<file path="config.mk">
export PLATFORM = sky130hd
export DESIGN_NAME = xfer_subsys_top
export DESIGN_NICKNAME = d
export VERILOG_FILES = /design/src/xfer_pkg.sv /design/src/id_queue_bank.sv /design/src/rr_egress_arb.sv /design/src/transfer_checker.sv /design/src/xfer_subsys_top.sv
export VERILOG_INCLUDE_DIRS = /design/src
export SDC_FILE = /design/constraint.sdc
export NUM_CORES = 2
export LEC_CHECK = 0
export ABC_AREA = 0
export BUFFER_PORTS_ARGS = -buffer_cell sky130_fd_sc_hd__clkbuf_2
export CORE_AREA = 4 4 352 354
export CTS_CLUSTER_DIAMETER = 200
export DETAILED_ROUTE_END_ITERATION = 16
export DIE_AREA = 0 0 356 358
export GPL_ROUTABILITY_DRIVEN = 0
export PLACE_DENSITY = 0.76
export RECOVER_POWER = 100
export SLEW_MARGIN = 20
export SYNTH_ARGS = -nofsm -noshare
export SYNTH_HDL_FRONTEND = slang
export SYNTH_SLANG_ARGS = --single-unit
</file>
<file path="constraint.sdc">
create_clock -name clk -period 11.3 [get_ports clk]
set_clock_uncertainty 0.1 [all_clocks]
set_input_delay 1.13 -clock clk [delete_from_list [all_inputs] [get_ports clk]]
set_output_delay 1.13 -clock clk [all_outputs]
set_load 0.02 [all_outputs]
</file>
<file path="src/xfer_consts.svh">
`ifndef XFER_CONSTS_SVH
`define XFER_CONSTS_SVH

// stream and datapath sizing
`define XFER_NUM_ID       4
`define XFER_ID_W         2    // log2 of XFER_NUM_ID
`define XFER_DATA_W       16

// per-ID queue, also the depth of the checker shadow list
`define XFER_DEPTH        8
`define XFER_PTR_W        3    // log2 of XFER_DEPTH
`define XFER_CNT_W        4    // holds 0 to XFER_DEPTH

// checker limits
`define XFER_HANG_THRESH  16   // stalled cycles tolerated
`define XFER_HANG_W       8    // saturating stall counter width
`define XFER_OCC_LEVEL    12   // occ_high above this many words in flight
`define XFER_TOT_W        6    // holds 0 to XFER_NUM_ID * XFER_DEPTH
`define XFER_STAT_W       32   // per-ID input and output totals

// error word
`define XFER_ERR_W        5

`endif

</file>
<file path="src/xfer_pkg.sv">
`include "xfer_consts.svh"

package xfer_pkg;

  // stream identifier carried with every word
  typedef logic [`XFER_ID_W-1:0] xfer_id_t;

  // ==========================================================================
  // checker error word
  // raw bit 4 is hang, bit 0 is order_oldest
  // ==========================================================================
  typedef struct packed {
    logic hang;             // words stuck while the input stalls
    logic out_gt_in;        // more words left than entered
    logic count_underflow;  // word left an ID with nothing in flight
    logic order_exists;     // word left that never entered
    logic order_oldest;     // word left ahead of an older one
  } xfer_err_t;

  // named flags inside the checker, plain vector at the top port
  typedef union packed {
    xfer_err_t                f;
    logic [`XFER_ERR_W-1:0]   raw;
  } xfer_err_u;

endpackage

</file>
<file path="src/id_queue_bank.sv">
`timescale 1ns/1ps
`include "xfer_consts.svh"

module id_queue_bank
  import xfer_pkg::*;
(
  input  logic                                   clk,
  input  logic                                   rst_n,

  // producer side
  input  logic                                   in_valid,
  input  xfer_id_t                               in_id,
  input  logic [`XFER_DATA_W-1:0]                in_data,
  output logic                                   in_taken,

  // arbiter side
  input  logic [`XFER_NUM_ID-1:0]                pop,
  output logic [`XFER_NUM_ID-1:0]                q_not_empty,
  output logic [`XFER_NUM_ID*`XFER_DATA_W-1:0]   head_data
);

  localparam logic [`XFER_CNT_W-1:0] FULL_CNT = `XFER_DEPTH;

  logic [`XFER_NUM_ID-1:0][`XFER_DEPTH-1:0][`XFER_DATA_W-1:0] mem;
  logic [`XFER_NUM_ID-1:0][`XFER_PTR_W-1:0]                   wr_ptr;
  logic [`XFER_NUM_ID-1:0][`XFER_PTR_W-1:0]                   rd_ptr;
  logic [`XFER_NUM_ID-1:0][`XFER_CNT_W-1:0]                   count;
  logic [`XFER_NUM_ID-1:0]                                    full;
  logic [`XFER_NUM_ID-1:0]                                    push;

  // ==========================================================================
  // queue status and push decode
  // ==========================================================================
  always_comb begin
    for (int i = 0; i < `XFER_NUM_ID; i++) begin
      full[i]        = (count[i] == FULL_CNT);
      q_not_empty[i] = (count[i] != '0);
    end
  end

  assign in_taken = !full[in_id];  // back-pressure only for the addressed ID

  always_comb begin
    push = '0;
    if (in_valid && in_taken) begin
      push[in_id] = 1'b1;
    end
  end

  // ==========================================================================
  // pointers and counts
  // ==========================================================================
  always_ff @(posedge clk or negedge rst_n) begin
    if (!rst_n) begin
      wr_ptr <= '0;
      rd_ptr <= '0;
      count  <= '0;
    end else begin
      for (int i = 0; i < `XFER_NUM_ID; i++) begin
        if (push[i]) begin
          wr_ptr[i] <= wr_ptr[i] + 1'b1;  // wraps at the power-of-two depth
        end
        if (pop[i]) begin
          rd_ptr[i] <= rd_ptr[i] + 1'b1;
        end
        case ({push[i], pop[i]})
          2'b10:   count[i] <= count[i] + 1'b1;
          2'b01:   count[i] <= count[i] - 1'b1;
          default: count[i] <= count[i];  // idle, or push and pop together
        endcase
      end
    end
  end

  // word storage
  always_ff @(posedge clk) begin
    if (|push) begin
      mem[in_id][wr_ptr[in_id]] <= in_data;
    end
  end

  // head of every queue, flattened with ID 0 in the low bits
  always_comb begin
    for (int i = 0; i < `XFER_NUM_ID; i++) begin
      head_data[i*`XFER_DATA_W +: `XFER_DATA_W] = mem[i][rd_ptr[i]];
    end
  end

  // ==========================================================================
  // assertions
  // ==========================================================================

  // the arbiter only pops queues that hold a word
  a_no_pop_empty: assert property (@(posedge clk) disable iff (!rst_n)
    (pop & ~q_not_empty) == '0)
    else $error("id_queue_bank: pop from empty queue, pop=%b", pop);

endmodule

</file>
<file path="src/rr_egress_arb.sv">
`timescale 1ns/1ps
`include "xfer_consts.svh"

module rr_egress_arb
  import xfer_pkg::*;
(
  input  logic                                   clk,
  input  logic                                   rst_n,

  input  logic [`XFER_NUM_ID-1:0]                q_not_empty,
  input  logic [`XFER_NUM_ID*`XFER_DATA_W-1:0]   head_data,

  input  logic                                   out_taken,
  output logic                                   out_valid,
  output xfer_id_t                               out_id,
  output logic [`XFER_DATA_W-1:0]                out_data,

  output logic [`XFER_NUM_ID-1:0]                pop
);

  localparam xfer_id_t LAST_ID = xfer_id_t'(`XFER_NUM_ID - 1);

  xfer_id_t rr_ptr;    // highest priority ID for the next pick
  logic     hold_v;    // grant locked by a stalled transfer
  xfer_id_t hold_id;
  logic     sel_v;
  xfer_id_t sel_id;
  xfer_id_t grant_id;
  xfer_id_t next_ptr;
  logic     xfer;

  // ==========================================================================
  // round-robin pick, first non-empty ID at or after rr_ptr
  // ==========================================================================
  always_comb begin
    xfer_id_t idx;
    sel_v  = 1'b0;
    sel_id = rr_ptr;
    for (int k = `XFER_NUM_ID - 1; k >= 0; k--) begin  // lowest k wins
      idx = xfer_id_t'((int'(rr_ptr) + k) % `XFER_NUM_ID);
      if (q_not_empty[idx]) begin
        sel_v  = 1'b1;
        sel_id = idx;
      end
    end
  end

  assign grant_id  = hold_v ? hold_id : sel_id;
  assign out_valid = hold_v || sel_v;
  assign out_id    = grant_id;
  assign out_data  = head_data[grant_id*`XFER_DATA_W +: `XFER_DATA_W];
  assign xfer      = out_valid && out_taken;
  assign next_ptr  = (grant_id == LAST_ID) ? '0 : grant_id + 1'b1;

  always_comb begin
    pop = '0;
    if (xfer) begin
      pop[grant_id] = 1'b1;
    end
  end

  always_ff @(posedge clk or negedge rst_n) begin
    if (!rst_n) begin
      rr_ptr  <= '0;
      hold_v  <= 1'b0;
      hold_id <= '0;
    end else begin
      hold_v  <= out_valid && !out_taken;  // freeze grant under back-pressure
      hold_id <= grant_id;
      if (xfer) begin
        rr_ptr <= next_ptr;
      end
    end
  end

  // a stalled word stays on the port until the consumer takes it
  a_stall_stable: assert property (@(posedge clk) disable iff (!rst_n)
    out_valid && !out_taken |=> out_valid && $stable(out_id) && $stable(out_data))
    else $error("rr_egress_arb: output changed during stall");

endmodule

</file>
<file path="src/transfer_checker.sv">
`timescale 1ns/1ps
`include "xfer_consts.svh"

module transfer_checker
  import xfer_pkg::*;
(
  input  logic                        clk,
  input  logic                        rst_n,

  // input port tap
  input  logic                        in_valid,
  input  logic                        in_taken,
  input  xfer_id_t                    in_id,
  input  logic [`XFER_DATA_W-1:0]     in_data,

  // output port tap
  input  logic                        out_valid,
  input  logic                        out_taken,
  input  xfer_id_t                    out_id,
  input  logic [`XFER_DATA_W-1:0]     out_data,

  // hang timer clear
  input  logic                        reset_count_v,
  input  xfer_id_t                    reset_count_id,

  output logic [`XFER_ERR_W-1:0]      err_flags,
  output logic                        occ_high
);

  localparam logic [`XFER_CNT_W-1:0]  FULL_CNT = `XFER_DEPTH;
  localparam logic [`XFER_HANG_W-1:0] HANG_LIM = `XFER_HANG_THRESH;
  localparam logic [`XFER_HANG_W-1:0] HANG_MAX = '1;
  localparam logic [`XFER_TOT_W-1:0]  OCC_LIM  = `XFER_OCC_LEVEL;

  logic [`XFER_NUM_ID-1:0][`XFER_DEPTH-1:0][`XFER_DATA_W-1:0] shadow;  // oldest at 0
  logic [`XFER_NUM_ID-1:0][`XFER_DEPTH-1:0][`XFER_DATA_W-1:0] shadow_nxt;
  logic [`XFER_NUM_ID-1:0][`XFER_CNT_W-1:0]                   id_cnt;  // words in flight
  logic [`XFER_NUM_ID-1:0][`XFER_CNT_W-1:0]                   id_cnt_nxt;
  logic [`XFER_NUM_ID-1:0][`XFER_STAT_W-1:0]                  in_cnt;
  logic [`XFER_NUM_ID-1:0][`XFER_STAT_W-1:0]                  in_cnt_nxt;
  logic [`XFER_NUM_ID-1:0][`XFER_STAT_W-1:0]                  out_cnt;
  logic [`XFER_NUM_ID-1:0][`XFER_STAT_W-1:0]                  out_cnt_nxt;
  logic [`XFER_NUM_ID-1:0][`XFER_HANG_W-1:0]                  hang_id;
  logic [`XFER_NUM_ID-1:0][`XFER_HANG_W-1:0]                  hang_id_nxt;
  logic [`XFER_TOT_W-1:0]                                     total;
  logic [`XFER_TOT_W-1:0]                                     total_nxt;
  logic [`XFER_HANG_W-1:0]                                    hang_tot;
  logic [`XFER_HANG_W-1:0]                                    hang_tot_nxt;

  logic                     in_acc;
  logic                     out_acc;
  logic                     in_stall;
  logic                     hit;
  logic                     hit_oldest;
  logic [`XFER_PTR_W-1:0]   hit_idx;
  xfer_err_u                err;

  assign in_acc   = in_valid && in_taken;
  assign out_acc  = out_valid && out_taken;
  assign in_stall = in_valid && !in_taken;

  always_comb begin
    shadow_nxt   = shadow;
    id_cnt_nxt   = id_cnt;
    in_cnt_nxt   = in_cnt;
    out_cnt_nxt  = out_cnt;
    total_nxt    = total;
    hang_tot_nxt = hang_tot;
    hang_id_nxt  = hang_id;
    hit          = 1'b0;
    hit_oldest   = 1'b0;
    hit_idx      = '0;
    err          = '0;

    // ========================================================================
    // accepted input, append to the shadow list of its ID
    // ========================================================================
    if (in_acc) begin
      if (id_cnt[in_id] != FULL_CNT) begin
        shadow_nxt[in_id][id_cnt[in_id][`XFER_PTR_W-1:0]] = in_data;
        id_cnt_nxt[in_id] = id_cnt_nxt[in_id] + 1'b1;
        total_nxt         = total_nxt + 1'b1;
      end
      in_cnt_nxt[in_id]  = in_cnt_nxt[in_id] + 1'b1;
      hang_tot_nxt       = '0;
      hang_id_nxt[in_id] = '0;
    end

    // ========================================================================
    // accepted output, find the word and close the gap behind it
    // ========================================================================
    if (out_acc) begin
      for (int d = 0; d < `XFER_DEPTH; d++) begin
        if (!hit && (d < int'(id_cnt_nxt[out_id])) && (shadow_nxt[out_id][d] == out_data)) begin
          hit        = 1'b1;
          hit_oldest = (d == 0);
          hit_idx    = d[`XFER_PTR_W-1:0];
        end
      end
      for (int d = 0; d < `XFER_DEPTH - 1; d++) begin
        if (hit && (d >= int'(hit_idx))) begin
          shadow_nxt[out_id][d] = shadow_nxt[out_id][d + 1];
        end
      end
      if (id_cnt_nxt[out_id] == '0) begin
        err.f.count_underflow = 1'b1;  // nothing of this ID in flight
      end else begin
        id_cnt_nxt[out_id] = id_cnt_nxt[out_id] - 1'b1;
        total_nxt          = total_nxt - 1'b1;
      end
      out_cnt_nxt[out_id] = out_cnt_nxt[out_id] + 1'b1;
      hang_tot_nxt        = '0;
      hang_id_nxt[out_id] = '0;
      err.f.order_exists  = !hit;
      err.f.order_oldest  = hit && !hit_oldest;
    end

    // external clear of the hang timers
    if (reset_count_v) begin
      hang_tot_nxt                = '0;
      hang_id_nxt[reset_count_id] = '0;
    end

    // ========================================================================
    // hang timers, count while words wait and the input is stalled
    // ========================================================================
    if (in_stall && (total != '0)) begin
      if (hang_tot_nxt != HANG_MAX) begin
        hang_tot_nxt = hang_tot_nxt + 1'b1;
      end
      if (hang_tot_nxt > HANG_LIM) begin
        err.f.hang = 1'b1;
      end
    end

    for (int i = 0; i < `XFER_NUM_ID; i++) begin
      if (in_stall && (id_cnt[i] != '0)) begin
        if (hang_id_nxt[i] != HANG_MAX) begin
          hang_id_nxt[i] = hang_id_nxt[i] + 1'b1;
        end
        if (hang_id_nxt[i] > HANG_LIM) begin
          err.f.hang = 1'b1;
        end
      end
      if (out_cnt_nxt[i] > in_cnt_nxt[i]) begin
        err.f.out_gt_in = 1'b1;
      end
    end
  end

  assign err_flags = err.raw;

  always_ff @(posedge clk or negedge rst_n) begin
    if (!rst_n) begin
      id_cnt   <= '0;
      in_cnt   <= '0;
      out_cnt  <= '0;
      total    <= '0;
      hang_tot <= '0;
      hang_id  <= '0;
      occ_high <= 1'b0;
    end else begin
      id_cnt   <= id_cnt_nxt;
      in_cnt   <= in_cnt_nxt;
      out_cnt  <= out_cnt_nxt;
      total    <= total_nxt;
      hang_tot <= hang_tot_nxt;
      hang_id  <= hang_id_nxt;
      occ_high <= (total_nxt > OCC_LIM);  // level of the count just written
    end
  end

  always_ff @(posedge clk) begin
    shadow <= shadow_nxt;
  end

  // queues and arbiter together deliver every word once and in order
  a_no_xfer_err: assert property (@(posedge clk) disable iff (!rst_n)
    !(err.f.order_exists || err.f.order_oldest || err.f.out_gt_in || err.f.count_underflow))
    else $error("transfer_checker: transfer error, flags=%b", err.raw);

endmodule

</file>
<file path="src/xfer_subsys_top.sv">
`timescale 1ns/1ps
`include "xfer_consts.svh"

module xfer_subsys_top
  import xfer_pkg::*;
(
  input  logic                        clk,
  input  logic                        rst_n,

  // input port
  input  logic                        in_valid,
  input  xfer_id_t                    in_id,
  input  logic [`XFER_DATA_W-1:0]     in_data,
  output logic                        in_taken,

  // output port
  output logic                        out_valid,
  output xfer_id_t                    out_id,
  output logic [`XFER_DATA_W-1:0]     out_data,
  input  logic                        out_taken,

  // checker
  input  logic                        reset_count_v,
  input  xfer_id_t                    reset_count_id,
  output logic [`XFER_ERR_W-1:0]      err_flags,
  output logic                        occ_high
);

  logic [`XFER_NUM_ID-1:0]                q_not_empty;
  logic [`XFER_NUM_ID*`XFER_DATA_W-1:0]   head_data;
  logic [`XFER_NUM_ID-1:0]                pop;

  // per-ID storage
  id_queue_bank queue_i (
    .clk         (clk),
    .rst_n       (rst_n),
    .in_valid    (in_valid),
    .in_id       (in_id),
    .in_data     (in_data),
    .in_taken    (in_taken),
    .pop         (pop),
    .q_not_empty (q_not_empty),
    .head_data   (head_data)
  );

  // single egress port
  rr_egress_arb arb_i (
    .clk         (clk),
    .rst_n       (rst_n),
    .q_not_empty (q_not_empty),
    .head_data   (head_data),
    .out_taken   (out_taken),
    .out_valid   (out_valid),
    .out_id      (out_id),
    .out_data    (out_data),
    .pop         (pop)
  );

  // watches both ports
  transfer_checker chk_i (
    .clk            (clk),
    .rst_n          (rst_n),
    .in_valid       (in_valid),
    .in_taken       (in_taken),
    .in_id          (in_id),
    .in_data        (in_data),
    .out_valid      (out_valid),
    .out_taken      (out_taken),
    .out_id         (out_id),
    .out_data       (out_data),
    .reset_count_v  (reset_count_v),
    .reset_count_id (reset_count_id),
    .err_flags      (err_flags),
    .occ_high       (occ_high)
  );

endmodule

</file>
==> impl_metrics.py <==
metrics = {
    "run_status": {
        "status": "finished with violations",
        "failing_checks": "capacitance limit, slew limit",
    },
    "routing": {
        "drc_errors": 0,
        "drt_pass1_iterations": 7,
        "detailedRoute.firstIterationViolations": 7114,
        "routed-via-count": 55030,
        "number_of_nets_with_antenna_violations_after_routing": 0,
        "vias_per_cell": 6.71,
        "detail_route.wl_per_cell_um": 28.1,
        "totalWireLength_mm": 231,
    },
    "logic_synthesis": {
        "synth-compound-area-share_pct": 9.91,
        "synth.distinct_cells": 115,
        "netlist_instances": 6509,
        "syn_area_per_cell_um2": 11.1,
        "synth_seq_cells": 1388,
        "yosysTopAreaCellShare_pct": 21.4,
        "synth.mux.area_fraction_pct": 20.3,
        "synth_edf_count": 512,
        "yosys_warnings": 0,
        "synth_xor_xnor_area_share_pct": 3.20,
        "synth_nets": 6706,
        "synth_common_cells": "sky130_fd_sc_hd__mux2i_1, sky130_fd_sc_hd__nand2_1, sky130_fd_sc_hd__dfxtp_1, sky130_fd_sc_hd__edfxtp_1, sky130_fd_sc_hd__nor2_1",
        "main_combinational_cell_family_by_area_after_synthesis": "multiplexers",
        "synth_simple_gate_area_share_pct": 11.2,
        "total_standard_cell_area_after_synthesis_um2": 72000,
        "ys.flop_type": "sky130_fd_sc_hd__edfxtp_1",
        "ys_async_sr_fraction_pct": 26.2,
        "synth.top_cells.by_area": "sky130_fd_sc_hd__edfxtp_1, sky130_fd_sc_hd__dfxtp_1, sky130_fd_sc_hd__dfrtp_1",
        "yosys.area_share.adder_pct": 3.03,
        "synth_seq_area_share_pct": 48.3,
        "synthMostInstantiatedCell": "sky130_fd_sc_hd__mux2i_1",
        "synth.largest_area_cell": "sky130_fd_sc_hd__edfxtp_1",
    },
    "clocking": {
        "clock_root_buffer": "sky130_fd_sc_hd__clkbuf_16",
        "cts_resized": 0,
        "postCtsHoldBufs": 0,
        "clkSinkCount": 1388,
        "cts.clk_slew.worst_paths_ns": 0.06,
        "clock_latency_ns": 0.82,
        "cts_setup_buffers": 0,
        "buffer_depth_of_the_longest_clock_path": 3,
        "cts_tree": "built",
        "cts-buffers-inserted": 149,
        "htree_num_levels": 4,
    },
    "critical_path": {
        "worstSetupStartpointType": "flip-flop",
        "worstReg2RegStart": "queue_i.count[5]",
        "path_cells": "or4_1 -> a311oi_1 -> a211o_1 -> buf_4 -> nand2_8 -> inv_6 -> buf_12 -> mux2i_1 -> mux2i_1 -> clkinv_1 -> o21a_1 -> o2111ai_1 -> or4_1 -> nor4_4 -> or3_1 -> buf_4 -> o21ai_0 -> mux2_2",
        "critical_path_peak_fanout": 94,
        "worstPathRequired_ns": 11.97,
        "worstPathArrival_ns": 11.60,
        "worst_path_largest_cell_delay_ns": 3.00,
        "worstSetupStartpoint": "queue_i.count[5]",
        "timing_worst_setup_path_type": "reg2reg",
        "crit_path_end_kind": "flip-flop",
        "crit_slowest_cell": "sky130_fd_sc_hd__o21ai_0",
    },
    "power": {
        "power-per-cell-area_nw_per_um2": 311,
        "peakVddDrop_mv": 0.240,
        "p_leak_nw": 32.0,
    },
    "sta": {
        "timing.final.hold_violations": 0,
        "post-route-min-period_ns": 10.93,
        "maxSlewHeadroom_pct": -304,
        "final-max-slew-violation-count": 1595,
        "finalCritPeriodShare_pct": 96.7,
        "setup_total_negative_slack_ns": 0,
        "finalSetupViolations": 0,
        "rsz0062_at_grt": "false",
        "max_freq_mhz": 91.5,
        "worst_slew_pin_slew_ns": 6.07,
    },
    "final_layout": {
        "layout_cells_sized_above_1_pct": 11.7,
        "fin_nets": 6650,
        "area_growth_pct": 8.67,
        "final_cells": 8203,
    },
    "min_path": {
        "hold_path_class": "reg2reg",
        "hold_start": "chk_i.shadow[247]",
    },
    "place": {
        "dpl.cell_count": 7925,
        "post-dp-hpwl_mm": 147,
        "numPortBuffers": 50,
    },
    "die": {
        "floorplan.rows": 128,
        "die-width_um": 356,
        "core-area_um2": 121000,
        "die_area_um2": 127000,
        "die_h_um": 358,
        "io_pins": 51,
        "floorplan.initialDensity_pct": 59.5,
    },
    "grt": {
        "first_global_vias": 53985,
        "grt_use_total_pct": 35.7,
        "overflow": 0,
        "antenna_found_initial": 9,
        "pin_count_of_the_biggest_net_entering_global_routing": 143,
        "wire_length_of_the_first_global_routing_pass_mm": 343,
    },
    "job": {
        "max_cap_viol_count": 53,
    },
}
critical path: cells and delay by family, from the launching register on:
kind | cells | cell delay, ns
AND/OR/NAND/NOR | 5 | 1.56
multiplexers | 3 | 2.04
buffers and inverters | 5 | 2.32
AO/OA/AOI/OAI | 5 | 4.19
flip-flops | 1 | 0.46
layer usage:
layer	wire (µm)	global-route usage, %	vias to the layer above	part of all wire, %
li1	-	-	23599	-
met1	88500	47.8	26933	38
met2	98000	52.3	3561	42
met3	30100	11.6	927	13
met4	14200	18.2	10	6.1
met5	73	0	-	0.032
cells by family after synthesis:
kind of cell,Yosys count
simple gates,1749
flops,1388
mux,1205
compound gates,1091
buf+inv,641
xor+xnor,263
fa+ha+maj,172
cells in the final DEF, fill, tap and decap left out, types with 23 or more instances in the layout:
| cell type | instances |
|---|---|
| sky130_fd_sc_hd__a211oi_1 | 30 |
| sky130_fd_sc_hd__a21o_1 | 38 |
| sky130_fd_sc_hd__a21oi_1 | 335 |
| sky130_fd_sc_hd__a31oi_1 | 51 |
| sky130_fd_sc_hd__and2_1 | 30 |
| sky130_fd_sc_hd__and3_1 | 41 |
| sky130_fd_sc_hd__buf_4 | 98 |
| sky130_fd_sc_hd__clkbuf_1 | 145 |
| sky130_fd_sc_hd__clkbuf_16 | 150 |
| sky130_fd_sc_hd__clkbuf_2 | 29 |
| sky130_fd_sc_hd__clkbuf_8 | 24 |
| sky130_fd_sc_hd__dfrtp_1 | 360 |
| sky130_fd_sc_hd__dfxtp_1 | 512 |
| sky130_fd_sc_hd__edfxtp_1 | 512 |
| sky130_fd_sc_hd__ha_1 | 168 |
| sky130_fd_sc_hd__inv_1 | 190 |
| sky130_fd_sc_hd__mux2_1 | 84 |
| sky130_fd_sc_hd__mux2_2 | 148 |
| sky130_fd_sc_hd__mux2i_1 | 787 |
| sky130_fd_sc_hd__mux4_2 | 175 |
| sky130_fd_sc_hd__nand2_1 | 684 |
| sky130_fd_sc_hd__nand2b_1 | 28 |
| sky130_fd_sc_hd__nand3_1 | 110 |
| sky130_fd_sc_hd__nand4_1 | 77 |
| sky130_fd_sc_hd__nor2_1 | 447 |
| sky130_fd_sc_hd__nor2b_1 | 33 |
| sky130_fd_sc_hd__nor3_1 | 129 |
| sky130_fd_sc_hd__nor4_1 | 25 |
| sky130_fd_sc_hd__o211ai_1 | 38 |
| sky130_fd_sc_hd__o21a_1 | 61 |
| sky130_fd_sc_hd__o21ai_0 | 266 |
| sky130_fd_sc_hd__o22ai_1 | 23 |
| sky130_fd_sc_hd__or3_1 | 43 |
| sky130_fd_sc_hd__xnor2_1 | 147 |
| sky130_fd_sc_hd__xor2_1 | 116 |
registers in the layout, indices dropped and copies added, names as in the netlist:
register	cells
chk_i.shadow	512
queue_i.mem	512
chk_i.in_cnt	128
chk_i.out_cnt	128
chk_i.hang_id	32
chk_i.id_cnt	16
queue_i.count	16
queue_i.rd_ptr	12
queue_i.wr_ptr	12
chk_i.hang_tot	8
chk_i.total	6
arb_i.hold_id	2
arb_i.rr_ptr	2
arb_i.hold_v	1
chk_i.occ_high	1
final timing paths:
path                       cells after the start  slack, ns                  to
min reg2reg                                    1       0.36   chk_i.shadow[247]
max in group asynchronous                      3       2.14  chk_i.out_cnt[115]
max                                           18       0.37   chk_i.shadow[487]
min in group asynchronous                      1       2.48    chk_i.in_cnt[41]
max reg2reg                                   18       0.37   chk_i.shadow[487]
min                                            1       0.36   chk_i.shadow[247]
report_power, final:
part / internal [W] / switching, W / total (W)
Combinational: 0.00423 / 0.00783 / 0.0121
Sequential: 0.00648 / 0.000648 / 0.00713
Clock: 0.00299 / 0.00217 / 0.00516
Total: 0.0137 / 0.0107 / 0.0244
area by class of cell:
cell class | count | area (µm²)
well taps | 1625 | 2030
clock buffers | 218 | 4250
flip-flops and latches | 1388 | 34700
fillers | 9272 | 42900
multi-input cells | 4480 | 34200
repair buffers | 235 | 1360
inverters | 199 | 759
diodes | 1 | 2.50
clock inverters | 57 | 908
metrics by stage:
step / utilization [%] / hold slack [ns] / setup slack (ns) / total power, W / instance area (µm²)
global placement: 60.8 / 0.351 / 2.06 / 0.0185 / 73700
detailed placement: 60.8 / 0.358 / 2.01 / 0.0187 / 73700
floorplan: - / 0.340 / 2.31 / 0.0151 / 72000
global route: 64.6 / 0.379 / 0.286 / 0.0253 / 78200
CTS: 65.1 / 0.318 / 1.12 / 0.0239 / 78800
finish: 64.6 / 0.361 / 0.371 / 0.0244 / 78200
Note: power is estimated with default switching activity, not from simulation.
